==> src/cache_geom_pkg.sv <==
// geometry of the 8-way set and its pseudo-LRU tree
// tree bits record the most recent direction, 1 = upper half or odd way

package cache_geom_pkg;

    localparam int num_ways  = 8;
    localparam int way_bits  = 3;
    localparam int plru_bits = 7;

    typedef logic [way_bits-1:0]  way_idx_t;
    typedef logic [num_ways-1:0]  way_vec_t;
    typedef logic [plru_bits-1:0] plru_t;

    // root picks the half, mids pick the pair
    localparam int plru_root   = 3;
    localparam int plru_lo_mid = 1;
    localparam int plru_hi_mid = 5;

    // leaves pick the way inside a pair
    localparam int plru_leaf_01 = 0;
    localparam int plru_leaf_23 = 2;
    localparam int plru_leaf_45 = 4;
    localparam int plru_leaf_67 = 6;

endpackage

==> src/plru_tree.sv <==
// tree pseudo-LRU for 8 ways, purely combinational
// plru_next is only meaningful when hit_way is a real hit

`timescale 1ns/1ps

module plru_tree import cache_geom_pkg::*; (
    input  plru_t    plru,
    input  way_idx_t hit_way,
    output plru_t    plru_next,
    output way_idx_t victim_way
);

    // mid bit for the lower or upper half
    function automatic int unsigned mid_bit(input logic upper);
        return upper ? plru_hi_mid : plru_lo_mid;
    endfunction

    // leaf bit for a pair of ways
    function automatic int unsigned leaf_bit(input logic [1:0] pair);
        int unsigned idx;
        case (pair)
            2'b00:   idx = plru_leaf_01;
            2'b01:   idx = plru_leaf_23;
            2'b10:   idx = plru_leaf_45;
            default: idx = plru_leaf_67;
        endcase
        return idx;
    endfunction

    // walk away from the recorded direction at each level
    function automatic way_idx_t victim_of(input plru_t tree);
        way_idx_t v;
        v[2] = ~tree[plru_root];
        v[1] = ~tree[mid_bit(v[2])];
        v[0] = ~tree[leaf_bit(v[2:1])];
        return v;
    endfunction

    // only the three bits on the hit path change
    always_comb begin
        plru_next = plru;
        plru_next[plru_root] = hit_way[2];
        plru_next[mid_bit(hit_way[2])] = hit_way[1];
        plru_next[leaf_bit(hit_way[2:1])] = hit_way[0];
    end

    assign victim_way = victim_of(plru);

endmodule

==> config.mk <==
export PLATFORM = sky130hd
export DESIGN_NAME = plru_tree
export DESIGN_NICKNAME = d
export VERILOG_FILES = /design/src/cache_geom_pkg.sv /design/src/plru_tree.sv
export SDC_FILE = /design/constraint.sdc
export NUM_CORES = 1
export LEC_CHECK = 0
export BUFFER_PORTS_ARGS = -buffer_cell sky130_fd_sc_hd__buf_4
export CAP_MARGIN = 20
export CELL_PAD_IN_SITES_DETAIL_PLACEMENT = 0
export CELL_PAD_IN_SITES_GLOBAL_PLACEMENT = 2
export CORE_AREA = 2 2 39 41
export DETAILED_ROUTE_END_ITERATION = 7
export DIE_AREA = 0 0 41 43
export PLACE_DENSITY_LB_ADDON = 0.1
export RECOVER_POWER = 50
export SLEW_MARGIN = 25
export SYNTH_ARGS = -nofsm -noshare
export SYNTH_HDL_FRONTEND = slang
export SYNTH_SLANG_ARGS = --single-unit
==> constraint.sdc <==
create_clock -name vclk -period 1.8
set_input_delay 0.36 -clock vclk [all_inputs]
set_output_delay 0.36 -clock vclk [all_outputs]
set_load 0.1 [all_outputs]
==> results of run 1 <==
-- placed cells by master, fill, tap and decap left out --
| master | synthesis | routed |
|---|---|---|
| mux2_4 | 1 | 2 |
| mux2_1 | 3 | 3 |
| nand2_1 | 3 | 3 |
| o21ai_1 | 0 | 1 |
| mux2i_2 | 0 | 1 |
| buf_4 | 1 | 15 |
| clkinvlp_4 | 0 | 1 |
| nor2_1 | 1 | 1 |
| nand2b_1 | 2 | 2 |
| mux2i_1 | 3 | 2 |
| clkbuf_2 | 0 | 5 |
| inv_1 | 2 | 1 |
-- worst paths after layout --
path                           end       start  cells past startpoint
worst max-delay path  plru_next[2]  hit_way[2]                      4
worst min-delay path  plru_next[4]     plru[4]                      3
-- cell type report --
cell class / count / share of cell area (%)
Timing Repair Buffer: 20 / 46.0
Multi-Input combinational cell: 15 / 43.5
Tap cell: 16 / 6.69
Inverter: 2 / 3.77
-- through the flow --
step                setup slack, ps  setup TNS (ps)  utilization [%]  total power [mW]  cell area (um^2)
finish                          248               0             21.6             0.197               299
global route                    202               0             21.6             0.206               299
CTS                             246               0             22.5             0.204               312
detailed placement              247               0             22.5             0.204               312
global placement                252               0             22.5             0.204               312
floorplan                      -285            -285                -             0.153               149
-- power by group --
group / internal (mW) / leakage, nW / total, mW / switching (mW)
combinational: 0.0469 / 0.160 / 0.197 / 0.150
sequential: 0 / 0 / 0 / 0
clock: 0 / 0 / 0 / 0
-- worst max-delay path, delay by kind of cell --
kind	cells	cell delay, ps
multiplexers	1	300
AND/OR/NAND/NOR	1	170
buffers and inverters	2	360
-- Yosys cell counts --
cell / instances / share of area, %
nor2_1: 1 / 2.7
mux2i_1: 3 / 22
mux2_4: 1 / 11
o21ai_0: 1 / 3.6
nand2_1: 3 / 8.2
mux2_2: 1 / 8.2
buf_4: 1 / 5.5
mux2_1: 3 / 25
nand2b_1: 2 / 9.1
inv_1: 2 / 5.5
-- cell families after synthesis --
family                 Yosys count  share of synthesized area, %
muxes                            8                          65.4
buffers and inverters            3                          10.9
AOI/OAI and AO/OA                1                          3.63
and+or+nand+nor                  6                          20.0
-- per-layer routing --
metal  vias to the layer above  GRT usage (%)
li1                         99              -
met3                         0           1.05
met1                        84           9.18
met4                         0              0
met5                         -              0
met2                        10           10.3
==> results.cfg, run 1 <==
[finish]
seq_area_um2 = 0
diodes = 0
design.seq.count = 0
fill_cells = 169
clkbuf_count = 0
drive_gt1_share_pct = 64.9
fin_cells = 53
multiInputGateArea_um2 = 130
nets = 49
syn_to_final_growth_pct = 117

[yosys]
ys_warn_count = 0
syn_inst = 18
synth_area_per_cell_um2 = 7.65
yosysSeqAreaShare_pct = 0
ys_types = 10
syn_nets = 28
netlist_area_um2 = 138

[pwr]
p_leak_nw = 0.160
ir_worst_vdd_uv = 170
power.density_nw_per_um2 = 660

[grt]
grt_pass1_wl_um = 848
grt_max_degree = 8
antenna_found_initial = 0
grt_pass1_vias = 208
grt_usage_pct = 6.39
grt-ovfl-total = 0

[sta]
max-slew-margin-rel_pct = 64.0
fin_crit_sh_pct = 86.2
maxSlewViolCount = 0
holdWs_ps = 1200
fin_crit_ps = 1550
fmax_mhz = 644
worst_pin_slew_ps = 543
setup_viol_count_final = 0
hold_viol_final = 0
grt_setup_unrepaired = no

[setup_path]
crit_top_cell = buf_4
cp-end-kind = output pin
slowest_stage = mux2_4
critical_path_class = in2out
max_stage_delay_ps = 300
path_max_fanout = 7
cp.arrival_ps = 1190
path_cells = buf_4, nand2b_1, mux2_4, buf_4
crit_required_ps = 1440
startpoint_type = primary input

[cts]
post_cts_buffers = 0
cts_resized = 0
postCtsHoldBufs = 0

[detailed_routing]
wl_met2_um = 233
wl_met3_um = 58
routed.top_layer = met3
ant_nets = 0
firstDrtPassIters = 4
wl_met1_um = 195
drc = 0
wl_um = 488
wire_per_inst_um = 9.21
vias = 193
first_iter_violations = 4
drt-vias-per-instance = 3.64

[placement]
place_congestion = 0.569
place_inst = 53
dp_hpwl_um = 461
portBuffers = 20

[min_path]
hp-class = in2out

[run_status]
status = completed

[die]
std_cell_rows = 14
core_area_um2 = 1380
fp.dieH_um = 43
num_io_pins = 20
die_x_um = 41
start_util_pct = 9.95
dieArea_um2 = 1760

[job]
drv_cap = 0
No activity file was read; power rests on OpenSTA's default activity.
==> run 2, diff against run 1 <==
--- a/config.mk
+++ b/config.mk
@@ -5,6 +5,7 @@
 export SDC_FILE = /design/constraint.sdc
 export NUM_CORES = 1
 export LEC_CHECK = 0
+export ABC_AREA = 1
 export BUFFER_PORTS_ARGS = -buffer_cell sky130_fd_sc_hd__buf_4
 export CAP_MARGIN = 20
 export CELL_PAD_IN_SITES_DETAIL_PLACEMENT = 0
==> results.cfg, run 2 <==
[sta]
finalSetupTns_ps = 0
fin_crit_sh_pct = 86.3
max-slew-margin-rel_pct = 64.2
fin_crit_ps = 1550
maxSlewViolCount = 0
fin_ws_ps = 247
grt_setup_unrepaired = no
worst_pin_slew_ps = 539
fmax_mhz = 644
hold_viol_final = 0
setup_viol_count_final = 0
holdWs_ps = 1170

[placement]
place_ws_ps = 309
portBuffers = 20
dp_hpwl_um = 532
place_inst = 65
place_congestion = 0.643

[finish]
nets = 61
drive_gt1_share_pct = 59.2
fill_cells = 173
layout_commonest_cell = buf_4
clkbuf_count = 0
final_util_pct = 22.1
seq_area_um2 = 0
design.seq.count = 0
fin_cells = 65
diodes = 0
layout_common_cells = buf_4, nand2_1, clkbuf_2
syn_to_final_growth_pct = 124

[yosys]
synth_area_per_cell_um2 = 4.55
synth_most_common_cell = nand2_1
ys_types = 10
netlist_area_um2 = 136
synth_top_area_share_pct = 35.8
synth_common_cells = nand2_1, a21oi_1, nor2_1
synth_top_cell_by_area = nand2_1
ys_warn_count = 0
ys_top_cells_by_area = nand2_1, a21oi_1, nor2_1
yosysSeqAreaShare_pct = 0
syn_nets = 40
syn_inst = 30

[grt]
grt_pass1_wl_um = 883
grt_pass1_vias = 199
grt_usage_pct = 6.69
antenna_found_initial = 0
grt_max_degree = 6
grt-ovfl-total = 0

[setup_path]
cp-end-kind = output pin
max_stage_delay_ps = 460
critical_path_class = in2out
path_cells = buf_4, nand2_1, nand2_1, o21ai_2, clkbuf_2
startpoint_type = primary input
slowest_stage = clkbuf_2
crit_top_cell = nand2_1
cp.arrival_ps = 1190
path_max_fanout = 5
crit_required_ps = 1440

[detailed_routing]
first_iter_violations = 6
wire_per_inst_um = 9.02
wl_um = 586
vias = 251
firstDrtPassIters = 4
drt-vias-per-instance = 3.86
drc = 0
ant_nets = 0

[cts]
cts_resized = 0
postCtsHoldBufs = 0
post_cts_buffers = 0

[pwr]
clkPwrFrac_pct = 0
p_leak_nw = 0.171
pwr-share-seq_pct = 0
ir_worst_vdd_uv = 212
power.density_nw_per_um2 = 676
swShare_pct = 78.8
combinationalPowerShare_pct = 100.0
switchingPower_mw = 0.162
p_int_mw = 0.0438

[die]
core_area_um2 = 1380
num_io_pins = 20
start_util_pct = 9.86
fp.dieH_um = 43
std_cell_rows = 14
die_x_um = 41
dieArea_um2 = 1760

[min_path]
hold_end = plru_next[1]
hp-start = plru[1]
hp-class = in2out
hold_path_depth = 4

[run_status]
status = completed

[job]
drv_cap = 0
[run 2: changes by cell type in the layout (fill, tap and decap cells not counted), moves of 2 or more]
cell and change:
a21oi_1 +2, a21oi_2 +2, nand3_1 +2, nor2_1 +2, nand2b_1 -2, mux2i_1 -2, mux2_4 -2, o21ai_2 +2
nand2_1 +9, inv_2 +2, mux2_1 -3
[run 2: per-stage QoR]
stage                     total power [mW]  area, um^2
final                                0.206         305
after floorplan                      0.161         155
after global routing                 0.216         305
after detailed placement             0.213         318
after CTS                            0.213         318
after global placement               0.212         318
[run 2: per-layer routing]
layer  global-route usage (%)  routed length [um]  up-vias
li1                         -                   -      133
met1                     10.8                 263      105
met2                     10.3                 258       13
met3                        0                  63        0
met4                        0                   0        0
met5                        0                   0        -
[run 2: logic make-up (layout without fill, tap and decap cells)]
kind of cell	count (synthesis)	in the layout	share of synthesized area (%)
AO/OA/AOI/OAI	6	6	22.0
AND/OR/NAND/NOR	20	20	64.2
buffers and inverters	4	23	13.8
[run 2: layout make-up]
cell class | count | area (um^2) | area share [%]
repair buffers | 20 | 138 | 45.1
well taps | 16 | 20.0 | 6.56
inverters | 3 | 11.3 | 3.69
multi-input cells | 26 | 136 | 44.7
[run 2: worst max-delay path by stage]
stage	from	end	slack (ps)	cells after the start
3_3_place_gp	hit_way[1]	plru_next[0]	310	5
6_report	hit_way[2]	plru_next[6]	250	5
4_1_cts	hit_way[1]	plru_next[0]	310	5
2_1_floorplan	hit_way[1]	plru_next[0]	40	3
3_5_place_dp	hit_way[1]	plru_next[0]	310	5
5_1_grt	hit_way[2]	plru_next[6]	200	5
[run 2: power by group through the flow]
stage / Combinational (mW) / Clock, mW / Sequential, mW
after floorplan: 0.161 / 0 / 0
after global placement: 0.212 / 0 / 0
after detailed placement: 0.213 / 0 / 0
after CTS: 0.213 / 0 / 0
after global routing: 0.216 / 0 / 0
final: 0.206 / 0 / 0
[run 2: worst max-delay path: cells and delay by family]
| family | cells | cell delay, ps |
|---|---|---|
| buffers and inverters | 2 | 590 |
| AO/OA/AOI/OAI | 1 | 50 |
| AND/OR/NAND/NOR | 2 | 180 |
