--- src/cache_geom_pkg.sv ---
// geometry of the 8-way set and its pseudo-LRU tree
// tree bits record the most recent direction, 1 = upper half or odd way

package cache_geom_pkg;

    localparam int num_ways  = 8;
    localparam int way_bits  = 3;
    localparam int plru_bits = 7;

    typedef logic [way_bits-1:0]  way_idx_t;
    typedef logic [num_ways-1:0]  way_vec_t;
    typedef logic [plru_bits-1:0] plru_t;

    // root picks the half, mids pick the pair
    localparam int plru_root   = 3;
    localparam int plru_lo_mid = 1;
    localparam int plru_hi_mid = 5;

    // leaves pick the way inside a pair
    localparam int plru_leaf_01 = 0;
    localparam int plru_leaf_23 = 2;
    localparam int plru_leaf_45 = 4;
    localparam int plru_leaf_67 = 6;

endpackage

--- src/cache_ctrl_pkg.sv ---
// controller state and request encodings
// read and write are assumed never high together

package cache_ctrl_pkg;

    typedef enum logic [1:0] {
        st_idle       = 2'd0,
        st_tag_check  = 2'd1,
        st_miss_clean = 2'd2,
        st_miss_dirty = 2'd3
    } ctrl_state_t;

    // decoded from the cpu read and write lines
    typedef enum logic [1:0] {
        req_none  = 2'd0,
        req_read  = 2'd1,
        req_write = 2'd2
    } req_kind_t;

endpackage

--- src/cache_ctrl_fsm.sv ---
// cache controller FSM, outputs are combinational from state and inputs
// cpu holds its request until done, memory request held until mem_resp

`timescale 1ns/1ps

module cache_ctrl_fsm import cache_geom_pkg::*, cache_ctrl_pkg::*; (
    input  logic     clk,
    input  logic     rst,
    input  logic     read,
    input  logic     write,
    input  logic     mem_resp,
    input  logic     hit_any,
    input  way_idx_t hit_way,
    input  way_idx_t victim_way,
    input  logic     victim_dirty,
    output way_idx_t cacheline_sel,
    output way_vec_t fill_load,
    output way_vec_t dirty_load,
    output logic     dirty_in,
    output way_vec_t data_we,
    output logic     data_src_cpu,
    output logic     plru_load,
    output logic     pmem_read,
    output logic     pmem_write,
    output logic     new_address_sel,
    output logic     done
);

    ctrl_state_t state;
    ctrl_state_t state_next;
    req_kind_t   req;

    always_comb begin
        if (read) begin
            req = req_read;
        end else if (write) begin
            req = req_write;
        end else begin
            req = req_none;
        end
    end

    always_ff @(posedge clk) begin
        if (rst) begin
            state <= st_idle;
        end else begin
            state <= state_next;
        end
    end

    always_comb begin
        state_next = state;
        case (state)
            st_idle: begin
                if (req != req_none) begin
                    state_next = st_tag_check;
                end
            end
            st_tag_check: begin
                if (req == req_none || hit_any) begin
                    state_next = st_idle;
                end else if (victim_dirty) begin
                    state_next = st_miss_dirty;
                end else begin
                    state_next = st_miss_clean;
                end
            end
            st_miss_clean: begin
                if (mem_resp) begin
                    state_next = st_tag_check;
                end
            end
            st_miss_dirty: begin
                if (mem_resp) begin
                    state_next = st_miss_clean;
                end
            end
            default: state_next = st_idle;
        endcase
    end

    // strobes per state
    always_comb begin
        cacheline_sel   = '0;
        fill_load       = '0;
        dirty_load      = '0;
        dirty_in        = 1'b0;
        data_we         = '0;
        data_src_cpu    = 1'b0;
        plru_load       = 1'b0;
        pmem_read       = 1'b0;
        pmem_write      = 1'b0;
        new_address_sel = 1'b0;
        done            = 1'b0;
        case (state)
            st_tag_check: begin
                if (req != req_none && hit_any) begin
                    cacheline_sel = hit_way;
                    plru_load     = 1'b1;
                    done          = 1'b1;
                    // write hit marks the line dirty and takes cpu data
                    if (req == req_write) begin
                        dirty_load[hit_way] = 1'b1;
                        dirty_in            = 1'b1;
                        data_we[hit_way]    = 1'b1;
                        data_src_cpu        = 1'b1;
                    end
                end
            end
            st_miss_clean: begin
                cacheline_sel         = victim_way;
                pmem_read             = 1'b1;
                fill_load[victim_way] = 1'b1;
                data_we[victim_way]   = 1'b1;
            end
            st_miss_dirty: begin
                // write back the victim and clear its dirty bit
                cacheline_sel          = victim_way;
                pmem_write             = 1'b1;
                new_address_sel        = 1'b1;
                dirty_load[victim_way] = 1'b1;
            end
            default: ;
        endcase
    end

    a_req_exclusive: assert property (@(posedge clk) disable iff (rst)
        !(read && write))
        else $error("cache_ctrl_fsm: read and write both high");

    // a memory request stays up until memory answers
    a_mem_req_held: assert property (@(posedge clk) disable iff (rst)
        (pmem_read || pmem_write) && !mem_resp |=> $stable({pmem_read, pmem_write}))
        else $error("cache_ctrl_fsm: memory request dropped before mem_resp");

endmodule

--- config.mk ---
export PLATFORM = sky130hd
export DESIGN_NAME = cache_ctrl_fsm
export DESIGN_NICKNAME = d
export VERILOG_FILES = /design/src/cache_geom_pkg.sv /design/src/cache_ctrl_pkg.sv /design/src/cache_ctrl_fsm.sv
export SDC_FILE = /design/constraint.sdc
export NUM_CORES = 1
export LEC_CHECK = 0
export BUFFER_PORTS_ARGS = -buffer_cell sky130_fd_sc_hd__buf_2
export CAP_MARGIN = 30
export CORE_MARGIN = 3
export CORE_UTILIZATION = 43
export CTS_BUF_LIST = sky130_fd_sc_hd__clkbuf_4
export CTS_CLUSTER_DIAMETER = 60
export CTS_CLUSTER_SIZE = 24
export DETAILED_ROUTE_END_ITERATION = 6
export GPL_ROUTABILITY_DRIVEN = 0
export GPL_TIMING_DRIVEN = 0
export PLACE_DENSITY_LB_ADDON = 0.1
export SLEW_MARGIN = 30
export SYNTH_ARGS = -nofsm -noshare
export SYNTH_HDL_FRONTEND = slang
export SYNTH_SLANG_ARGS = --single-unit
--- constraint.sdc ---
create_clock -name clk -period 4 [get_ports clk]
set_clock_uncertainty 0.1 [all_clocks]
set_input_delay 0.4 -clock clk [delete_from_list [all_inputs] [get_ports clk]]
set_output_delay 0.4 -clock clk [all_outputs]
set_load 0.01 [all_outputs]
==> results.toml, run 1 <==
[job]
drv_cap = 0

[sta]
max_freq_mhz = 454.0
rsz0062_at_grt = "false"
worst_slew_pin_slew_ns = 0.3136
setup_viol = 0
slew_violations = 0
layout_setup_ws_ns = 1.797
slew_headroom_pct = 78.80
tns_ns = 0
period_share_pct = 55.07
hold_violations = 0
min_period_ns = 2.203

[power]
peakVddDrop_uv = 245.4
p_per_area_nw_per_um2 = 233.8
leakage_nw = 0.4775

[yosys]
syn_area_per_cell_um2 = 7.115
synthCells = 83
yosysWarnings = 0
synth_area_um2 = 590.6
synth_edf_count = 0
async_flop_share_pct = 0
yosysUniqueCellTypes = 31
ys.flop_type = "dfxtp_1"
ys_seq_elements = 2
ys_seq_area_share_pct = 6.780
mappedNetlistNets = 101

[global_route]
grt_max_degree = 11
first_global_vias = 747
overflow = 0
grt_pass1_wl_um = 3098
grt_util_all_layers_pct = 20.85
antenna_found_initial = 0

[clocking]
post_cts_buffers = 0
clock-sinks = 2
clockBufferDepth = 2
cts_tree = "done"
cts-buffers-inserted = 3
root_buffer = "clkbuf_4"
htreeDepth = 1
clkSlewWorstSetupHoldPaths_ns = 0.04
cts_hold_buf = 0
cts_resized = 0
clk_latency_ns = 0.23

[worst_setup_path]
worst_path_max_delay_cell = "dfxtp_1"
startpoint_type = "flop"
crit_arrival_ns = 1.70
crit_type = "flop to output pin"
worstPathCellList = "inv_1 -> ha_1 -> o211ai_2 -> inv_2 -> and4b_1 -> o21bai_1 -> buf_2"
cpPeakStageDelay_ns = 0.33
crit_fanout = 7
worst_ep_required_time_ns = 3.50
crit_path_end_kind = "output pin"

[floorplanning]
die_area_um2 = 1854
fp.dieH_um = 43.06
io_pins = 47
rows = 12
die_w_um = 43.06
start_util_pct = 49.17
coreArea_um2 = 1201

[route]
drt_first_pass_iters = 4
remaining_drc_errors = 0
antenna_left = 0
drt_wl_total_um = 1891
vias_per_cell = 5.356
first_iter_violations = 13
vias = 782
avgRoutedWirePerCell_um = 12.95

[placement]
dp_slack_ns = 2.048
place_inst = 143
hpwl_um = 1566
dpl_cell_area_um2 = 838.3
port_buffers = 46

[cells_and_area]
final_nets = 152
drive_gt1_share_pct = 45.45
multi_input_area_um2 = 501.7
top_regs = "state: 2 flops"
fin_area_um2 = 860.8
final_cells = 146
seqCellArea_um2 = 40.04
largest_reg_flops = 2
fillerInstances = 113
regMostFlops = "state"
area_growth_pct = 45.76
antenna_cells = 0

[worst_hold_path]
hp-class = "primary input to flop"

[status]
status = "finished clean"
==> per-layer routing <==
layer,routed length (µm),part of all wire (%),up-vias,GRT usage [%]
li1,-,-,401,-
met1,798,42,333,25.74
met2,878,46,46,33.83
met3,204,11,2,3.390
met4,10,0.53,0,11.45
met5,0,0,-,0
==> cells in the mapped netlist (all sizes together) (2+ instances only) <==
cell    number  area (µm²)
inv          7       26.27
nor3b        3       27.52
ha           5       62.56
o21a         6       45.04
buf          3       22.52
o21ai        6       33.78
or2          2       12.51
o2111a       2       22.52
nand2b       4       25.02
a21oi        5       25.02
a21boi       2       15.01
and2         3       18.77
nand2        6       22.52
nand4        2       12.51
o21bai       7       52.55
nor2         6       22.52
nor3         2       10.01
dfxtp        2       40.04
==> per-stage QoR <==
stage	total power, mW	hold WS [ns]	utilization, %
after floorplan	0.1127	0.3721	-
after global placement	0.1535	0.4552	69.79
after detailed placement	0.1545	0.4521	69.79
after CTS	0.2014	0.2518	71.67
after global routing	0.2199	0.2444	71.67
final	0.2013	0.2561	71.67
==> final timing paths <==
check,end,start,cells after the start,slack (ns)
setup / recovery,dirty_load[4],state[1],7,1.80
setup reg to reg,state[0],state[0],5,2.38
hold / removal,state[1],rst,2,0.26
hold reg to reg,state[0],state[0],2,0.45
==> placed cells by master, fill, tap and decap left out <==
master	instances
and4b_1	1
buf_2	46
o21a_1	6
o21ai_0	5
nor4b_1	1
nor3b_2	1
nor2_1	6
clkbuf_4	3
nor3_1	2
a21boi_0	2
ha_1	5
o21ai_2	1
buf_4	3
and4bb_2	1
nor3b_1	2
nand4_1	2
a21oi_1	5
or2_2	2
and2_1	3
inv_2	1
nand3_1	1
o2111a_1	2
or3b_1	1
nand2b_1	4
dfxtp_1	2
o32a_1	1
o211ai_2	1
a311oi_1	1
o21bai_1	7
nand4b_1	1
inv_1	6
nand2_1	6
and2b_2	1
==> worst max-delay path, delay by kind of cell, from the launching register on <==
family / cells / cell delay, ns
simple gates: 1 / 0.22
compound gates: 2 / 0.28
buf+inv: 3 / 0.40
flops: 1 / 0.33
fa+ha+maj: 1 / 0.25
==> power by group <==
part	internal (mW)	leakage [nW]	switching, mW
combinational	0.0535	0.447	0.0721
sequential	0.0250	0.0166	0.00525
clock	0.0332	0.0138	0.0122
==> cell type report <==
cell class	count	share of cell area [%]
Inverter	7	3.052
Timing Repair Buffer	46	26.74
Tap cell	14	2.035
Clock buffer	3	2.616
Multi-Input combinational cell	71	58.28
Buffer	3	2.616
Sequential cell	2	4.651
==> cell families after synthesis <==
family | Yosys count | share of synthesized area (%)
buf+inv | 10 | 8.262
compound gates | 31 | 38.13
fa+ha+maj | 5 | 10.59
flops | 2 | 6.780
simple gates | 35 | 36.23
Power figures use the tool's default switching activity.
==> run 2: changes to the inputs <==
- ABC_AREA: unset -> 1
- CORE_ASPECT_RATIO: unset -> 0.8
- CORE_UTILIZATION: 43 -> 37
- clock period: 4 -> 1.85 ns (I/O delays scaled with it)
==> run 2 against run 1 <==
  * Cell area grew 17%
  * Clock-buffer cell count is the same
  * Setup slack lost 1.7 ns
  * Synthesized area grew 5.9%
  * Via count grew 21%
  * Cell count grew 32%
  * Die area grew 20%
  * Total power grew to 2.5 times the previous value
  * First-iteration DRC count grew 100%
  * Non-clock buffer count grew 7
  * Critical path type unchanged
  * Largest power group unchanged
==> results.toml, run 2 <==
[placement]
port_buffers = 45
dpl_cell_area_um2 = 877.1
hpwl_um = 1580
dp_slack_ns = 0.1825
place_inst = 186

[yosys]
synth_top_cell_area_share_pct = 14.40
syn_area_per_cell_um2 = 5.213
synth_area_um2 = 625.6
mappedNetlistNets = 138
ys_seq_elements = 2
ys_top_cells_by_area = "nand3_1, inv_1, nand2_1, ha_1, a21oi_1"
async_flop_share_pct = 0
synth_edf_count = 0
synthTopCellsByCount = "inv_1, nand2_1, nand3_1"
synthCells = 120
ys_seq_area_share_pct = 6.400
yosysUniqueCellTypes = 14
yosysWarnings = 0
ys.flop_type = "dfxtp_1"
yosys.area.top_type = "nand3_1"
synth_most_common_cell = "inv_1"

[worst_setup_path]
crit_arrival_ns = 1.51
crit_type = "flop to output pin"
crit_fanout = 3
crit_path_end_kind = "output pin"
startpoint_type = "flop"
worst_ep_required_time_ns = 1.56

[route]
vias_per_cell = 4.943
remaining_drc_errors = 0
avgRoutedWirePerCell_um = 11.33
first_iter_violations = 26
antenna_left = 0
vias = 949
drt_wl_total_um = 2175
drt_first_pass_iters = 4

[clocking]
root_buffer = "clkbuf_4"
clk_latency_ns = 0.22
cts-buffers-inserted = 3
clkSlewWorstSetupHoldPaths_ns = 0.03
cts_tree = "done"
htreeDepth = 1
clockBufferDepth = 2
clock-sinks = 2

[sta]
worst_slew_pin_slew_ns = 0.2589
period_share_pct = 97.19
layout_setup_ws_ns = 0.05199
rsz0062_at_grt = "true"
slew_violations = 0
max_freq_mhz = 556.2
hold_violations = 0
slew_headroom_pct = 82.68
setup_viol = 0
min_period_ns = 1.798

[cells_and_area]
antenna_cells = 0
area_growth_pct = 60.60
mostFrequentLayoutCells = "buf_2, nand2_1, inv_1"
final_cells = 192
regMostFlops = "state"
final_core_util_pct = 67.59
fin_area_um2 = 1005
drive_gt1_share_pct = 45.61
largest_reg_flops = 2
top_regs = "state: 2 flops"
final_nets = 191
final_common_cell = "buf_2"

[floorplanning]
start_util_pct = 42.09
coreArea_um2 = 1486
die_w_um = 51.97
fp.dieH_um = 42.78
die_area_um2 = 2223
rows = 12
io_pins = 47

[global_route]
grt_pass1_wl_um = 3146
antenna_found_initial = 0
grt_util_all_layers_pct = 17.69
overflow = 0
first_global_vias = 737
grt_max_degree = 11

[power]
total_power_mw = 0.5094
p_per_area_nw_per_um2 = 507.0
peakVddDrop_uv = 578.9
leakage_nw = 0.6356

[status]
status = "finished clean"

[job]
drv_cap = 0

[worst_hold_path]
hp-class = "primary input to flop"
## run 2: changes by cell type after synthesis, sizes merged, moves of 9 or more
cell   before  now
nand2       6   22
nor2        6   15
inv         7   23
nand3       1   18
## run 2: cells by family (layout without fill, tap and decap cells)
group           count (synthesis)  after routing  synth area share, %
simple gates                   61             61                43.00
fa+ha+maj                       5              5                10.00
flops                           2              2                6.400
buf+inv                        31             82                23.40
compound gates                 21             21                17.20
## run 2: final timing paths
kind,slack (ns),start,cells past startpoint,end
max,0.05,state[1],7,data_we[0]
min,0.13,rst,4,state[1]
max reg2reg,0.48,state[0],6,state[0]
min reg2reg,0.55,state[0],4,state[0]
## run 2: what timing repair did
| item | 4_1_cts | 5_1_grt |
|---|---|---|
| buffers inserted | 0 | 2 |
| cloned | 1 | 0 |
| setup endpoints to repair | 10 | 19 |
| hold buffers | 0 | 0 |
| hold endpoints to repair | 0 | 0 |
| gates resized for setup | 2 | 22 |
| pin swaps | 1 | 3 |
## run 2: final cells by class
| cell class | instances | area (µm²) |
|---|---|---|
| multi-input cells | 87 | 514.2 |
| fillers | 152 | 481.7 |
| repair buffers | 48 | 247.7 |
| inverters | 23 | 86.33 |
| plain buffers | 8 | 62.56 |
| flip-flops and latches | 2 | 45.04 |
| well taps | 21 | 26.28 |
| clock buffers | 3 | 22.52 |
## run 2: metal layers
metal | vias to the layer above | GRT usage [%] | wire [µm] | part of all wire [%]
li1 | 487 | - | - | -
met2 | 38 | 27.32 | 1001 | 46
met1 | 424 | 27.22 | 991 | 46
met4 | 0 | 1.571 | 0 | 0
met3 | 0 | 1.053 | 182 | 8.4
met5 | - | 0 | 0 | 0
## run 2: stage by stage
step,setup TNS [ns],hold slack (ns)
finish,0,0.1333
global placement,0,0.3346
global route,-0.08741,0.1320
floorplan,0,0.2403
CTS,-0.0003773,0.1297
detailed placement,0,0.3611
## run 2: power breakdown
part           switching, mW  internal [mW]
combinational          0.209          0.132
sequential            0.0158         0.0571
clock                 0.0241         0.0716
## run 2: critical path: stages (launching register included)
cell and delay [ns]:
dfxtp_4 0.35, inv_2 0.08, ha_4 0.13, nand2_2 0.07
nor2_1 0.20, nand2_1 0.14, a21oi_1 0.17, buf_2 0.16
